**config.mk**
```make
export PLATFORM = sky130hd
export DESIGN_NAME = controlUnit
export DESIGN_NICKNAME = d
export VERILOG_FILES = /design/src/hw/controlUnitPkg.sv /design/src/hw/insnFetch.sv /design/src/hw/dataPort.sv /design/src/hw/microSequencer.sv /design/src/hw/controlUnit.sv
export VERILOG_INCLUDE_DIRS = /design/src /design/src/hw
export SDC_FILE = /design/constraint.sdc
export NUM_CORES = 1
export LEC_CHECK = 0
export BUFFER_PORTS_ARGS = -buffer_cell sky130_fd_sc_hd__buf_2
export CAP_MARGIN = 20
export CORE_ASPECT_RATIO = 2
export CORE_UTILIZATION = 45
export CTS_CLUSTER_DIAMETER = 100
export DETAILED_ROUTE_END_ITERATION = 6
export GPL_TIMING_DRIVEN = 1
export HOLD_SLACK_MARGIN = 0.15
export PLACE_DENSITY_LB_ADDON = 0.1
export SLEW_MARGIN = 40
export SYNTH_ARGS = -nofsm -noshare
export SYNTH_HDL_FRONTEND = slang
export SYNTH_SLANG_ARGS = --single-unit
```
**constraint.sdc**
```tcl
create_clock -name clk -period 2.39 [get_ports clk]
set_clock_uncertainty 0.1 [all_clocks]
set_input_delay 0.1195 -clock clk [delete_from_list [all_inputs] [get_ports clk]]
set_output_delay 0.1195 -clock clk [all_outputs]
set_load 0.02 [all_outputs]
```
**src/hw/controlUnit_consts.svh**
```systemverilog
`ifndef CONTROLUNIT_CONSTS_SVH
`define CONTROLUNIT_CONSTS_SVH

// machine registers, one mask bit each.
`define REG_COUNT 14

// instruction byte and its argument field.
`define INSN_WIDTH 8
`define ARG_WIDTH 5

// fixed register positions inside the masks.
`define REG_PC 0
`define REG_IR 1
`define REG_AC 13

// reset argument that clears every register after IR.
`define ARG_ALL 31

`endif

```
**src/hw/controlUnitPkg.sv**
```systemverilog
`include "controlUnit_consts.svh"

package controlUnitPkg;

	// instruction class in the top three bits of the byte.
	typedef enum logic [2:0] {
		clsReset,
		clsInc,
		clsMove,
		clsLoad,
		clsStore,
		clsAlu,
		clsJump,
		clsHalt
	} insnClass_e;

	typedef struct packed {
		insnClass_e cls;
		logic [`ARG_WIDTH-1:0] arg;
	} insnFields_t;

	// a fetched byte is an instruction or, after a jump, a raw target.
	typedef union packed {
		insnFields_t fields;
		logic [`INSN_WIDTH-1:0] raw;
	} insnWord_u;

	typedef enum logic [2:0] {
		aluNone,
		aluAdd,
		aluMul,
		aluDiv,
		aluMod
	} aluOp_e;

	// bus source driven during a strobe.
	typedef enum logic [2:0] {
		busAc,
		busMemOut,
		busAddr,
		busMulr,
		busWv
	} busSel_e;

endpackage

```
**src/hw/insnFetch.sv**
```systemverilog
`timescale 1ns/100ps
`include "controlUnit_consts.svh"

module insnFetch (
	input logic clk,
	input logic reset,
	input logic fetchStart,
	output logic fetchDone,
	output controlUnitPkg::insnWord_u insnWord,
	output logic iReq,
	input logic iAck,
	input logic [`INSN_WIDTH-1:0] iData
);

	typedef enum logic [1:0] {
		fIdle,
		fReq,
		fRelease
	} fetchState_e;

	fetchState_e state;

	always_ff @(posedge clk) begin
		if (reset) begin
			state <= fIdle;
			iReq <= 1'b0;
			fetchDone <= 1'b0;
		end else begin
			fetchDone <= 1'b0;
			case (state)
				fIdle: begin
					if (fetchStart) begin
						iReq <= 1'b1;
						state <= fReq;
					end
				end
				fReq: begin
					// drop the request on the first acknowledge.
					if (iAck) begin
						iReq <= 1'b0;
						state <= fRelease;
					end
				end
				fRelease: begin
					if (!iAck) begin
						fetchDone <= 1'b1;
						state <= fIdle;
					end
				end
				default: state <= fIdle;
			endcase
		end
	end

	// byte is captured while iAck is first seen high.
	always_ff @(posedge clk) begin
		if (state == fReq && iAck) begin
			insnWord.raw <= iData;
		end
	end

	// request must wait for the memory.
	assert property (@(posedge clk) disable iff (reset) iReq && !iAck |=> iReq)
		else $error("iReq fell before iAck");

endmodule

```
**src/hw/dataPort.sv**
```systemverilog
`timescale 1ns/100ps

module dataPort (
	input logic clk,
	input logic reset,
	input logic dataStart,
	input logic dataWrite,
	output logic dataDone,
	output logic dReq,
	output logic dWrite,
	input logic dAck
);

	typedef enum logic [1:0] {
		pIdle,
		pReq,
		pRelease
	} portState_e;

	portState_e state;

	always_ff @(posedge clk) begin
		if (reset) begin
			state <= pIdle;
			dReq <= 1'b0;
			dWrite <= 1'b0;
			dataDone <= 1'b0;
		end else begin
			dataDone <= 1'b0;
			case (state)
				pIdle: begin
					// direction is fixed for the whole transfer.
					if (dataStart) begin
						dReq <= 1'b1;
						dWrite <= dataWrite;
						state <= pReq;
					end
				end
				pReq: begin
					if (dAck) begin
						dReq <= 1'b0;
						state <= pRelease;
					end
				end
				pRelease: begin
					if (!dAck) begin
						dataDone <= 1'b1;
						state <= pIdle;
					end
				end
				default: state <= pIdle;
			endcase
		end
	end

	assert property (@(posedge clk) disable iff (reset) dReq |=> (!dReq || $stable(dWrite)))
		else $error("dWrite changed under dReq");

	// sequencer waits for dataDone before the next transfer.
	assert property (@(posedge clk) disable iff (reset) dataStart |-> state == pIdle)
		else $error("dataStart during an open transfer");

endmodule

```
**src/hw/microSequencer.sv**
```systemverilog
`timescale 1ns/100ps
`include "controlUnit_consts.svh"

module microSequencer (
	input logic clk,
	input logic reset,
	output logic fetchStart,
	input logic fetchDone,
	input controlUnitPkg::insnWord_u insnWord,
	output logic dataStart,
	output logic dataWrite,
	input logic dataDone,
	input logic z1,
	input logic z2,
	output logic ctrlValid,
	output controlUnitPkg::aluOp_e aluOp,
	output controlUnitPkg::busSel_e busSel,
	output logic [`REG_COUNT-1:0] wrtEn,
	output logic [`REG_COUNT-1:0] incEn,
	output logic [`REG_COUNT-1:0] rstEn,
	output logic [`INSN_WIDTH-1:0] jumpTarget,
	output logic busy
);

	typedef enum logic [2:0] {
		sFetch,
		sDecode,
		sDataWait,
		sTargetFetch,
		sHalted
	} seqState_e;

	localparam logic [`REG_COUNT-1:0] oneBit = {{(`REG_COUNT-1){1'b0}}, 1'b1};
	localparam logic [`REG_COUNT-1:0] pcMask = oneBit << `REG_PC;
	localparam logic [`REG_COUNT-1:0] irMask = oneBit << `REG_IR;
	// registers after IR up to AC.
	localparam logic [`REG_COUNT-1:0] allMask =
		{{(`REG_AC - `REG_IR){1'b1}}, {(`REG_IR + 1){1'b0}}};

	seqState_e state;
	controlUnitPkg::insnFields_t insn;
	logic reqOpen;
	logic jumpTaken;
	logic [`REG_COUNT-1:0] argMask;
	logic [`REG_COUNT-1:0] rstMask;
	controlUnitPkg::aluOp_e aluOpSel;
	controlUnitPkg::busSel_e aluBusSel;

	// each state visit starts at most one memory transfer.
	assign fetchStart = (state == sFetch || state == sTargetFetch) && !reqOpen;
	assign dataStart = (state == sDataWait) && !reqOpen;
	assign dataWrite = (insn.cls == controlUnitPkg::clsStore);

	assign argMask = (insn.arg < `REG_COUNT) ? (oneBit << insn.arg) : '0;
	assign rstMask = (insn.arg == `ARG_ALL) ? allMask : argMask;

	// 0 always, 1 on z1, 2 on z2 low, 3 never.
	always_comb begin
		case (insn.arg[1:0])
			2'd0: jumpTaken = 1'b1;
			2'd1: jumpTaken = z1;
			2'd2: jumpTaken = !z2;
			default: jumpTaken = 1'b0;
		endcase
	end

	always_comb begin
		case (insn.arg[1:0])
			2'd0: begin
				aluOpSel = controlUnitPkg::aluAdd;
				aluBusSel = controlUnitPkg::busAddr;
			end
			2'd1: begin
				aluOpSel = controlUnitPkg::aluMul;
				aluBusSel = controlUnitPkg::busMulr;
			end
			2'd2: begin
				aluOpSel = controlUnitPkg::aluDiv;
				aluBusSel = controlUnitPkg::busWv;
			end
			default: begin
				aluOpSel = controlUnitPkg::aluMod;
				aluBusSel = controlUnitPkg::busWv;
			end
		endcase
	end

	always_ff @(posedge clk) begin
		if (state == sFetch && fetchDone) begin
			insn <= insnWord.fields;
		end
	end

	always_ff @(posedge clk) begin
		if (reset) begin
			state <= sFetch;
			reqOpen <= 1'b0;
			ctrlValid <= 1'b0;
			aluOp <= controlUnitPkg::aluNone;
			busSel <= controlUnitPkg::busAc;
			wrtEn <= '0;
			incEn <= '0;
			rstEn <= '0;
			jumpTarget <= '0;
			busy <= 1'b1;
		end else begin
			// strobes last one cycle.
			ctrlValid <= 1'b0;
			aluOp <= controlUnitPkg::aluNone;
			busSel <= controlUnitPkg::busAc;
			wrtEn <= '0;
			incEn <= '0;
			rstEn <= '0;
			jumpTarget <= '0;
			if (fetchStart || dataStart) begin
				reqOpen <= 1'b1;
			end else if (fetchDone || dataDone) begin
				reqOpen <= 1'b0;
			end
			case (state)
				sFetch: begin
					if (fetchDone) begin
						ctrlValid <= 1'b1;
						incEn <= pcMask;
						wrtEn <= irMask;
						state <= sDecode;
					end
				end
				sDecode: begin
					state <= sFetch;
					case (insn.cls)
						controlUnitPkg::clsReset: begin
							ctrlValid <= 1'b1;
							rstEn <= rstMask;
						end
						controlUnitPkg::clsInc: begin
							ctrlValid <= 1'b1;
							incEn <= argMask;
						end
						controlUnitPkg::clsMove: begin
							ctrlValid <= 1'b1;
							wrtEn <= argMask;
						end
						controlUnitPkg::clsLoad, controlUnitPkg::clsStore: state <= sDataWait;
						controlUnitPkg::clsAlu: begin
							ctrlValid <= 1'b1;
							aluOp <= aluOpSel;
							busSel <= aluBusSel;
						end
						controlUnitPkg::clsJump: begin
							// not taken skips the target byte.
							if (jumpTaken) begin
								state <= sTargetFetch;
							end else begin
								ctrlValid <= 1'b1;
								incEn <= pcMask;
								wrtEn <= irMask;
							end
						end
						default: begin
							busy <= 1'b0;
							state <= sHalted;
						end
					endcase
				end
				sDataWait: begin
					if (dataDone) begin
						ctrlValid <= 1'b1;
						if (insn.cls == controlUnitPkg::clsLoad) begin
							wrtEn <= argMask;
							busSel <= controlUnitPkg::busMemOut;
						end
						state <= sFetch;
					end
				end
				sTargetFetch: begin
					if (fetchDone) begin
						ctrlValid <= 1'b1;
						wrtEn <= pcMask;
						jumpTarget <= insnWord.raw;
						state <= sFetch;
					end
				end
				sHalted: state <= sHalted;
				default: state <= sFetch;
			endcase
		end
	end

	assert property (@(posedge clk) disable iff (reset) ctrlValid |-> busy)
		else $error("ctrlValid while halted");

	// a mask names one register unless it is the reset-all.
	assert property (@(posedge clk) disable iff (reset)
		$onehot0(wrtEn) && $onehot0(incEn) && ($onehot0(rstEn) || rstEn == allMask))
		else $error("mask has more than one bit set");

endmodule

```
**src/hw/controlUnit.sv**
```systemverilog
`timescale 1ns/100ps
`include "controlUnit_consts.svh"

module controlUnit (
	input logic clk,
	input logic reset,
	output logic iReq,
	input logic iAck,
	input logic [`INSN_WIDTH-1:0] iData,
	output logic dReq,
	output logic dWrite,
	input logic dAck,
	input logic z1,
	input logic z2,
	output logic ctrlValid,
	output controlUnitPkg::aluOp_e aluOp,
	output controlUnitPkg::busSel_e busSel,
	output logic [`REG_COUNT-1:0] wrtEn,
	output logic [`REG_COUNT-1:0] incEn,
	output logic [`REG_COUNT-1:0] rstEn,
	output logic [`INSN_WIDTH-1:0] jumpTarget,
	output logic busy
);

	logic fetchStart;
	logic fetchDone;
	controlUnitPkg::insnWord_u insnWord;
	logic dataStart;
	logic dataWrite;
	logic dataDone;

	insnFetch u_insnFetch (
		.clk(clk),
		.reset(reset),
		.fetchStart(fetchStart),
		.fetchDone(fetchDone),
		.insnWord(insnWord),
		.iReq(iReq),
		.iAck(iAck),
		.iData(iData)
	);

	microSequencer u_microSequencer (
		.clk(clk),
		.reset(reset),
		.fetchStart(fetchStart),
		.fetchDone(fetchDone),
		.insnWord(insnWord),
		.dataStart(dataStart),
		.dataWrite(dataWrite),
		.dataDone(dataDone),
		.z1(z1),
		.z2(z2),
		.ctrlValid(ctrlValid),
		.aluOp(aluOp),
		.busSel(busSel),
		.wrtEn(wrtEn),
		.incEn(incEn),
		.rstEn(rstEn),
		.jumpTarget(jumpTarget),
		.busy(busy)
	);

	dataPort u_dataPort (
		.clk(clk),
		.reset(reset),
		.dataStart(dataStart),
		.dataWrite(dataWrite),
		.dataDone(dataDone),
		.dReq(dReq),
		.dWrite(dWrite),
		.dAck(dAck)
	);

endmodule

```
## After elaboration in Yosys (flattened, before gate mapping)

Index checks and enable logic that the tools add are counted.

- Register bits after elaboration: 87
- Latch bits: 0
- Memory bits (writable): 0
- ROM bits: 0
- Input port bits: 14
- Output and inout bits: 61
- Logic and storage cells: 139
- Memories: 0

- Add/subtract/negate cells: 0
- Multipliers: 0
- Div/mod/pow operators: 0
- Magnitude comparators: 1
- Eq/ne operators: 26
- Shift-type cells: 1
- Multiplexer cells: 48
- Bitwise gates (word level): 8
- Reductions and logical operators: 34

Operators by type and width:

| operator | count |
|---|---|
| one-hot mux 14 bit (2 select lines) | 3 |
| 2-to-1 mux 14 bit | 4 |
| one-hot mux 14 bit (4 select lines) | 1 |
| 2-to-1 mux 2 bit | 9 |
| one-hot mux 3 bit (3 select lines) | 2 |
| 2-to-1 mux 3 bit | 5 |
| one-hot mux 3 bit (5 select lines) | 1 |
| AND reduction 3 bit | 5 |
| 2-to-1 mux 1 bit | 14 |
| inequality test 2 bit, second input constant | 7 |
| << shifter 1 x 5 -> 14 bit, first input constant | 1 |
| equality test 3 x 2 -> 1 bit, second input constant | 4 |
| equality test 3 bit, second input constant | 4 |
| one-hot mux 2 bit (3 select lines) | 2 |
| one-hot mux 3 bit (2 select lines) | 2 |
| OR reduction 3 bit | 3 |
| NOT 1 bit | 8 |
| OR reduction 2 bit | 4 |
| OR reduction 4 bit | 2 |
| OR reduction 7 bit | 1 |
| equality test 2 x 1 -> 1 bit, second input constant | 3 |
| equality test 2 bit, second input constant | 3 |
| equality test 3 x 1 -> 1 bit, second input constant | 2 |
| zero test 2 bit | 3 |
| 11 further kinds | 25 |

## Logic depth before layout (Yosys ltp)

- Word-level depth: 5
- Depth in mapped cells: 7

## Hierarchy

Synthesis repeated with hierarchy kept, for this count alone.

- Cell total of the unflattened synthesis: 281
- Area, all modules: 3108.0 µm²

By module, submodules not included:

| module | instances | cells an instance | area an instance (µm²) | sequential area each (µm²) |
|---|---|---|---|---|
| microSequencer | 1 | 239 | 2502.4 | 1481.4 |
| insnFetch | 1 | 23 | 397.9 | 320.3 |
| dataPort | 1 | 19 | 207.7 | 100.1 |

## Worst setup path after synthesis

Ideal clock, no wire load.

- Path kind: flip-flop to flip-flop
- Start: register u_microSequencer.insn[1] (netlist bit)
- End: register u_microSequencer.incEn[0]
- Setup time: 103 ps
- Arrival time: 1920 ps
- Required time: 2187 ps
- Setup slack: 266 ps
- Stages on the path, launching flop included: 7
- Buffers on the path: 0
- Clock period less this slack: 2124 ps
- Cell sequence: edfxtp_1 inv_1 ha_1 nand2b_2 or3_4 or3b_1 a2111oi_2

- Cells in the longest elaborated chain, start to end: 5
- Elaborated cells on any way between the ends: 10

RTL lines:

| what | RTL line | text |
|---|---|---|
| from (decl) | microSequencer.sv:41 | `controlUnitPkg::insnFields_t insn;` |
| from (signal assigned) | microSequencer.sv:90 | `insn <= insnWord.fields;` |
| parallel branches: the longest is 3 deep, another holds less-than comparator 5 x 4 -> 1 bit | - |  |
| one-hot mux 14 bit (2 select lines) * | microSequencer.sv:131 | `case (insn.cls)` |
| one-hot mux 14 bit (2 select lines) * | microSequencer.sv:120 | `case (state)` |
| to (signal assigned) | microSequencer.sv:124 | `incEn <= pcMask;` |
| to (signal assigned) | microSequencer.sv:138 | `incEn <= argMask;` |
| to (signal assigned) | microSequencer.sv:156 | `incEn <= pcMask;` |
| to (decl) | microSequencer.sv:19 | `` output logic [`REG_COUNT-1:0] incEn, `` |

Mark *: on every way between the ends.
A chain may end at the register's enable or synchronous reset.

## Worst setup path in the final report

Same ends and word-level chain as after synthesis.

==> impl_metrics.xml <==
<?xml version="1.0" encoding="UTF-8"?>
<metrics>
  <group name="power_and_ir_drop">
    <metric name="cellLeakagePower" unit="nW">1.68</metric>
    <metric name="cell_internal_pwr" unit="W">0.00236</metric>
    <metric name="p_sw" unit="W">0.000579</metric>
    <metric name="seqPwrFrac" unit="%">51.9</metric>
    <metric name="combinationalPowerShare" unit="%">2.7</metric>
    <metric name="power.switching_fraction" unit="%">19.7</metric>
    <metric name="worst_ir_drop_vdd" unit="mV">0.566</metric>
    <metric name="power_density" unit="nW/um^2">744</metric>
    <metric name="clkPwrFrac" unit="%">45.4</metric>
  </group>
  <group name="cts">
    <metric name="cts_tree" unit="">yes</metric>
    <metric name="number_of_clock_buffers_inserted_by_tritoncts" unit="">9</metric>
    <metric name="cts_buffer_depth" unit="">2</metric>
    <metric name="clk_latency" unit="ns">0.34</metric>
    <metric name="clk_root_buffer_cell" unit="">clkbuf_16</metric>
    <metric name="path_clk_slew" unit="ns">0.06</metric>
    <metric name="ctsResizeCount" unit="">0</metric>
    <metric name="h_tree_level_count" unit="">3</metric>
    <metric name="cts_setup_buffers" unit="">0</metric>
    <metric name="ctsHoldBuffers" unit="">13</metric>
    <metric name="clock-sinks" unit="">87</metric>
  </group>
  <group name="floorplan">
    <metric name="height_of_the_chip" unit="microns">118</metric>
    <metric name="initial_core_util" unit="%">46.4</metric>
    <metric name="num_rows" unit="">42</metric>
    <metric name="die_width" unit="microns">60.2</metric>
    <metric name="core_area" unit="sq um">6570</metric>
    <metric name="ioPinCount" unit="">75</metric>
    <metric name="design.die.area" unit="sq um">7130</metric>
  </group>
  <group name="layout">
    <metric name="nets" unit="">391</metric>
    <metric name="layout_cells_sized_above_1" unit="%">28.4</metric>
    <metric name="fin_util" unit="%">60.1</metric>
    <metric name="insertedDiodeCount" unit="">0</metric>
    <metric name="area_growth" unit="%">29.4</metric>
  </group>
  <group name="yosys">
    <metric name="xor_xnor_portion_of_the_synthesized_cell_area" unit="%">1.15</metric>
    <metric name="muxShareOfSynthArea" unit="%">1.44</metric>
    <metric name="ys_seq_area_share" unit="%">62.3</metric>
    <metric name="ys_warn_count" unit="">0</metric>
    <metric name="synth_top_area_share" unit="%">46.6</metric>
    <metric name="synthCells" unit="">280</metric>
    <metric name="post-synth-top-count-cell" unit="">dfxtp_1</metric>
    <metric name="synth_top_family_by_area" unit="">simple AND/OR/NAND/NOR gates</metric>
    <metric name="synth.largest_area_cell" unit="">dfxtp_1</metric>
    <metric name="synth_flop_cell" unit="">dfxtp_1</metric>
    <metric name="synth-edff-count" unit="">16</metric>
    <metric name="net_count_after_synthesis" unit="">299</metric>
    <metric name="async_reset_ff_share" unit="%">0</metric>
    <metric name="syn_area_per_cell" unit="sq um">10.9</metric>
    <metric name="synth_adder_area_share" unit="%">2.05</metric>
    <metric name="yosys-top-cells-area" unit="">dfxtp_1 (47%), edfxtp_1 (16%), nor2_1 (3.4%), nor3_1 (3.3%), and2_1 (2.3%)</metric>
    <metric name="synth.cell_area" unit="sq um">3050</metric>
    <metric name="yosysUniqueCellTypes" unit="">52</metric>
    <metric name="compound_gate_fraction_of_synth_area" unit="%">7.38</metric>
    <metric name="synth_simple_gate_area_share" unit="%">22.6</metric>
    <metric name="ys_top_cells_by_count" unit="">dfxtp_1 (71), nor2_1 (28), nor3_1 (20)</metric>
    <metric name="synth_register_bits" unit="">87</metric>
  </group>
  <group name="detailed_routing">
    <metric name="total_iterations_of_the_first_detailed_routing_run" unit="">4</metric>
    <metric name="routed_wire_length_per_instance" unit="microns">13.9</metric>
    <metric name="drc" unit="">0</metric>
    <metric name="drt-total-wl" unit="mm">6.48</metric>
    <metric name="dr_total_vias" unit="">2325</metric>
    <metric name="vias_per_cell" unit="">5.00</metric>
    <metric name="drtIter0Drc" unit="">91</metric>
    <metric name="final_antenna_net_count" unit="">0</metric>
  </group>
  <group name="sta">
    <metric name="fin_ws" unit="ns">0.219</metric>
    <metric name="ratio_of_final_minimum_period_to_clock_period" unit="%">90.8</metric>
    <metric name="hold_viol" unit="">0</metric>
    <metric name="hold-worst-slack" unit="ns">0.314</metric>
    <metric name="timing.final.max_slew_violations" unit="">0</metric>
    <metric name="rsz_0062_raised_after_global_routing" unit="">false</metric>
    <metric name="slew_headroom" unit="%">60.1</metric>
    <metric name="max_clock_freq" unit="GHz">0.461</metric>
    <metric name="finalWorstPathRequiredPeriod" unit="ns">2.17</metric>
    <metric name="tightestPinTransition" unit="ns">0.596</metric>
    <metric name="totalNegativeSetupSlack" unit="ns">0</metric>
    <metric name="setup_violations" unit="">0</metric>
  </group>
  <group name="critical_path">
    <metric name="cp_data_required_time" unit="ns">2.53</metric>
    <metric name="worstPathArrival" unit="ns">2.31</metric>
    <metric name="critical_path_class" unit="">flop to flop</metric>
    <metric name="worstSetupStartpointType" unit="">flop</metric>
    <metric name="rr_worst_depth" unit="">6</metric>
    <metric name="worstSetupEndpointType" unit="">flop</metric>
    <metric name="worst-path-max-fanout" unit="">7</metric>
  </group>
  <group name="status">
    <metric name="outcome" unit="">complete, no violations</metric>
  </group>
  <group name="global_route">
    <metric name="maximum_number_of_pins_on_one_net_before_global_route_repair" unit="">20</metric>
    <metric name="grt_antenna_before_repair" unit="">0</metric>
    <metric name="global_route_wire_length_before_repair" unit="mm">10.7</metric>
    <metric name="globalRouteTotalUtil" unit="%">20.9</metric>
    <metric name="globalRouteOverflowTotal" unit="">0</metric>
    <metric name="grt_pass1_vias" unit="">2397</metric>
  </group>
  <group name="job">
    <metric name="max_cap_violations" unit="">0</metric>
  </group>
  <group name="placement">
    <metric name="gpl.final_weighted_congestion" unit="">0.874</metric>
    <metric name="port_buffers" unit="">74</metric>
    <metric name="pre_cts_slack" unit="ns">0.223</metric>
    <metric name="dp.final_hpwl" unit="mm">4.83</metric>
  </group>
  <group name="min_path">
    <metric name="worstHoldPathType" unit="">primary input to flop</metric>
    <metric name="whs_path_depth" unit="">5</metric>
  </group>
</metrics>
==> layout make-up <==
class | instances | area (sq um)
well taps | 88 | 110
repair buffers | 95 | 561
clock buffers | 10 | 229
fillers | 603 | 2620
inverters | 8 | 30.0
multi-input cells | 171 | 1050
flip-flops and latches | 87 | 1900
clock inverters | 6 | 60.1
==> critical path, cell delays in order (launching register included) <==
cell and delay (ns):
edfxtp_1 0.47, inv_1 0.12, ha_1 0.18, nand2b_2 0.12
or3_4 0.35, or3b_1 0.39, a2111oi_2 0.34
==> stage by stage <==
step,instances,instance area (sq um),power [W]
after global placement,436,3530,0.00162
after detailed placement,436,3530,0.00162
final,465,3950,0.00293
after floorplan,280,3050,0.00159
after global routing,465,3950,0.00304
after CTS,465,3950,0.00297
==> placed cells by master (no fill, tap or decap), drive strengths merged, types with 9 or more instances in the layout <==
master,n
buf,82
dfxtp,71
nor2,28
nor3,20
edfxtp,16
nand2,13
dlygate4sd3,13
a21oi,11
and2,11
clkbuf,10
inv,9
nand2b,9
==> sequential cells by signal, summed over array words and instances (netlist names), 2 cells and up <==
name,cells
u_dataPort.state,2
u_insnFetch.insnWord,8
u_insnFetch.state,2
u_microSequencer.aluOp,3
u_microSequencer.busSel,3
u_microSequencer.incEn,14
u_microSequencer.insn,8
u_microSequencer.jumpTarget,8
u_microSequencer.rstEn,14
u_microSequencer.state,3
u_microSequencer.wrtEn,14
==> worst paths after layout <==
path	from	to	slack [ns]
hold / removal	z1	u_microSequencer.state[1]	0.31
setup reg to reg	u_microSequencer.insn[1]	u_microSequencer.incEn[0]	0.22
setup / recovery	u_microSequencer.insn[1]	u_microSequencer.incEn[0]	0.22
hold reg to reg	u_insnFetch.insnWord[6]	u_microSequencer.insn[6]	0.34
==> metal layers <==
| metal | global-route usage [%] | share of wire [%] | up-vias |
|---|---|---|---|
| met5 | 0 | 0 | - |
| met4 | 15.7 | 4.3 | 0 |
| met3 | 6.24 | 4.1 | 22 |
| met2 | 36.6 | 58 | 75 |
| met1 | 18.5 | 33 | 1069 |
| li1 | - | - | 1159 |
==> power groups by stage <==
| stage | Combinational [W] | Sequential (W) | Clock, W |
|---|---|---|---|
| detailed placement | 0.0000652 | 0.00155 | 0 |
| floorplan | 0.0000386 | 0.00155 | 0 |
| global route | 0.0000871 | 0.00152 | 0.00143 |
| finish | 0.0000787 | 0.00152 | 0.00133 |
| CTS | 0.0000795 | 0.00152 | 0.00137 |
| global placement | 0.0000639 | 0.00155 | 0 |
==> kinds of logic (layout without fill, tap and decap cells) <==
family / Yosys count / after routing
multiplexers: 4 / 4
AO/OA/AOI/OAI: 35 / 35
AND/OR/NAND/NOR: 123 / 123
XOR/XNOR: 4 / 4
buffers and inverters: 22 / 119
adder cells (fa/ha/maj): 5 / 5
flip-flops: 87 / 87
(Power assumes the default switching activity.)
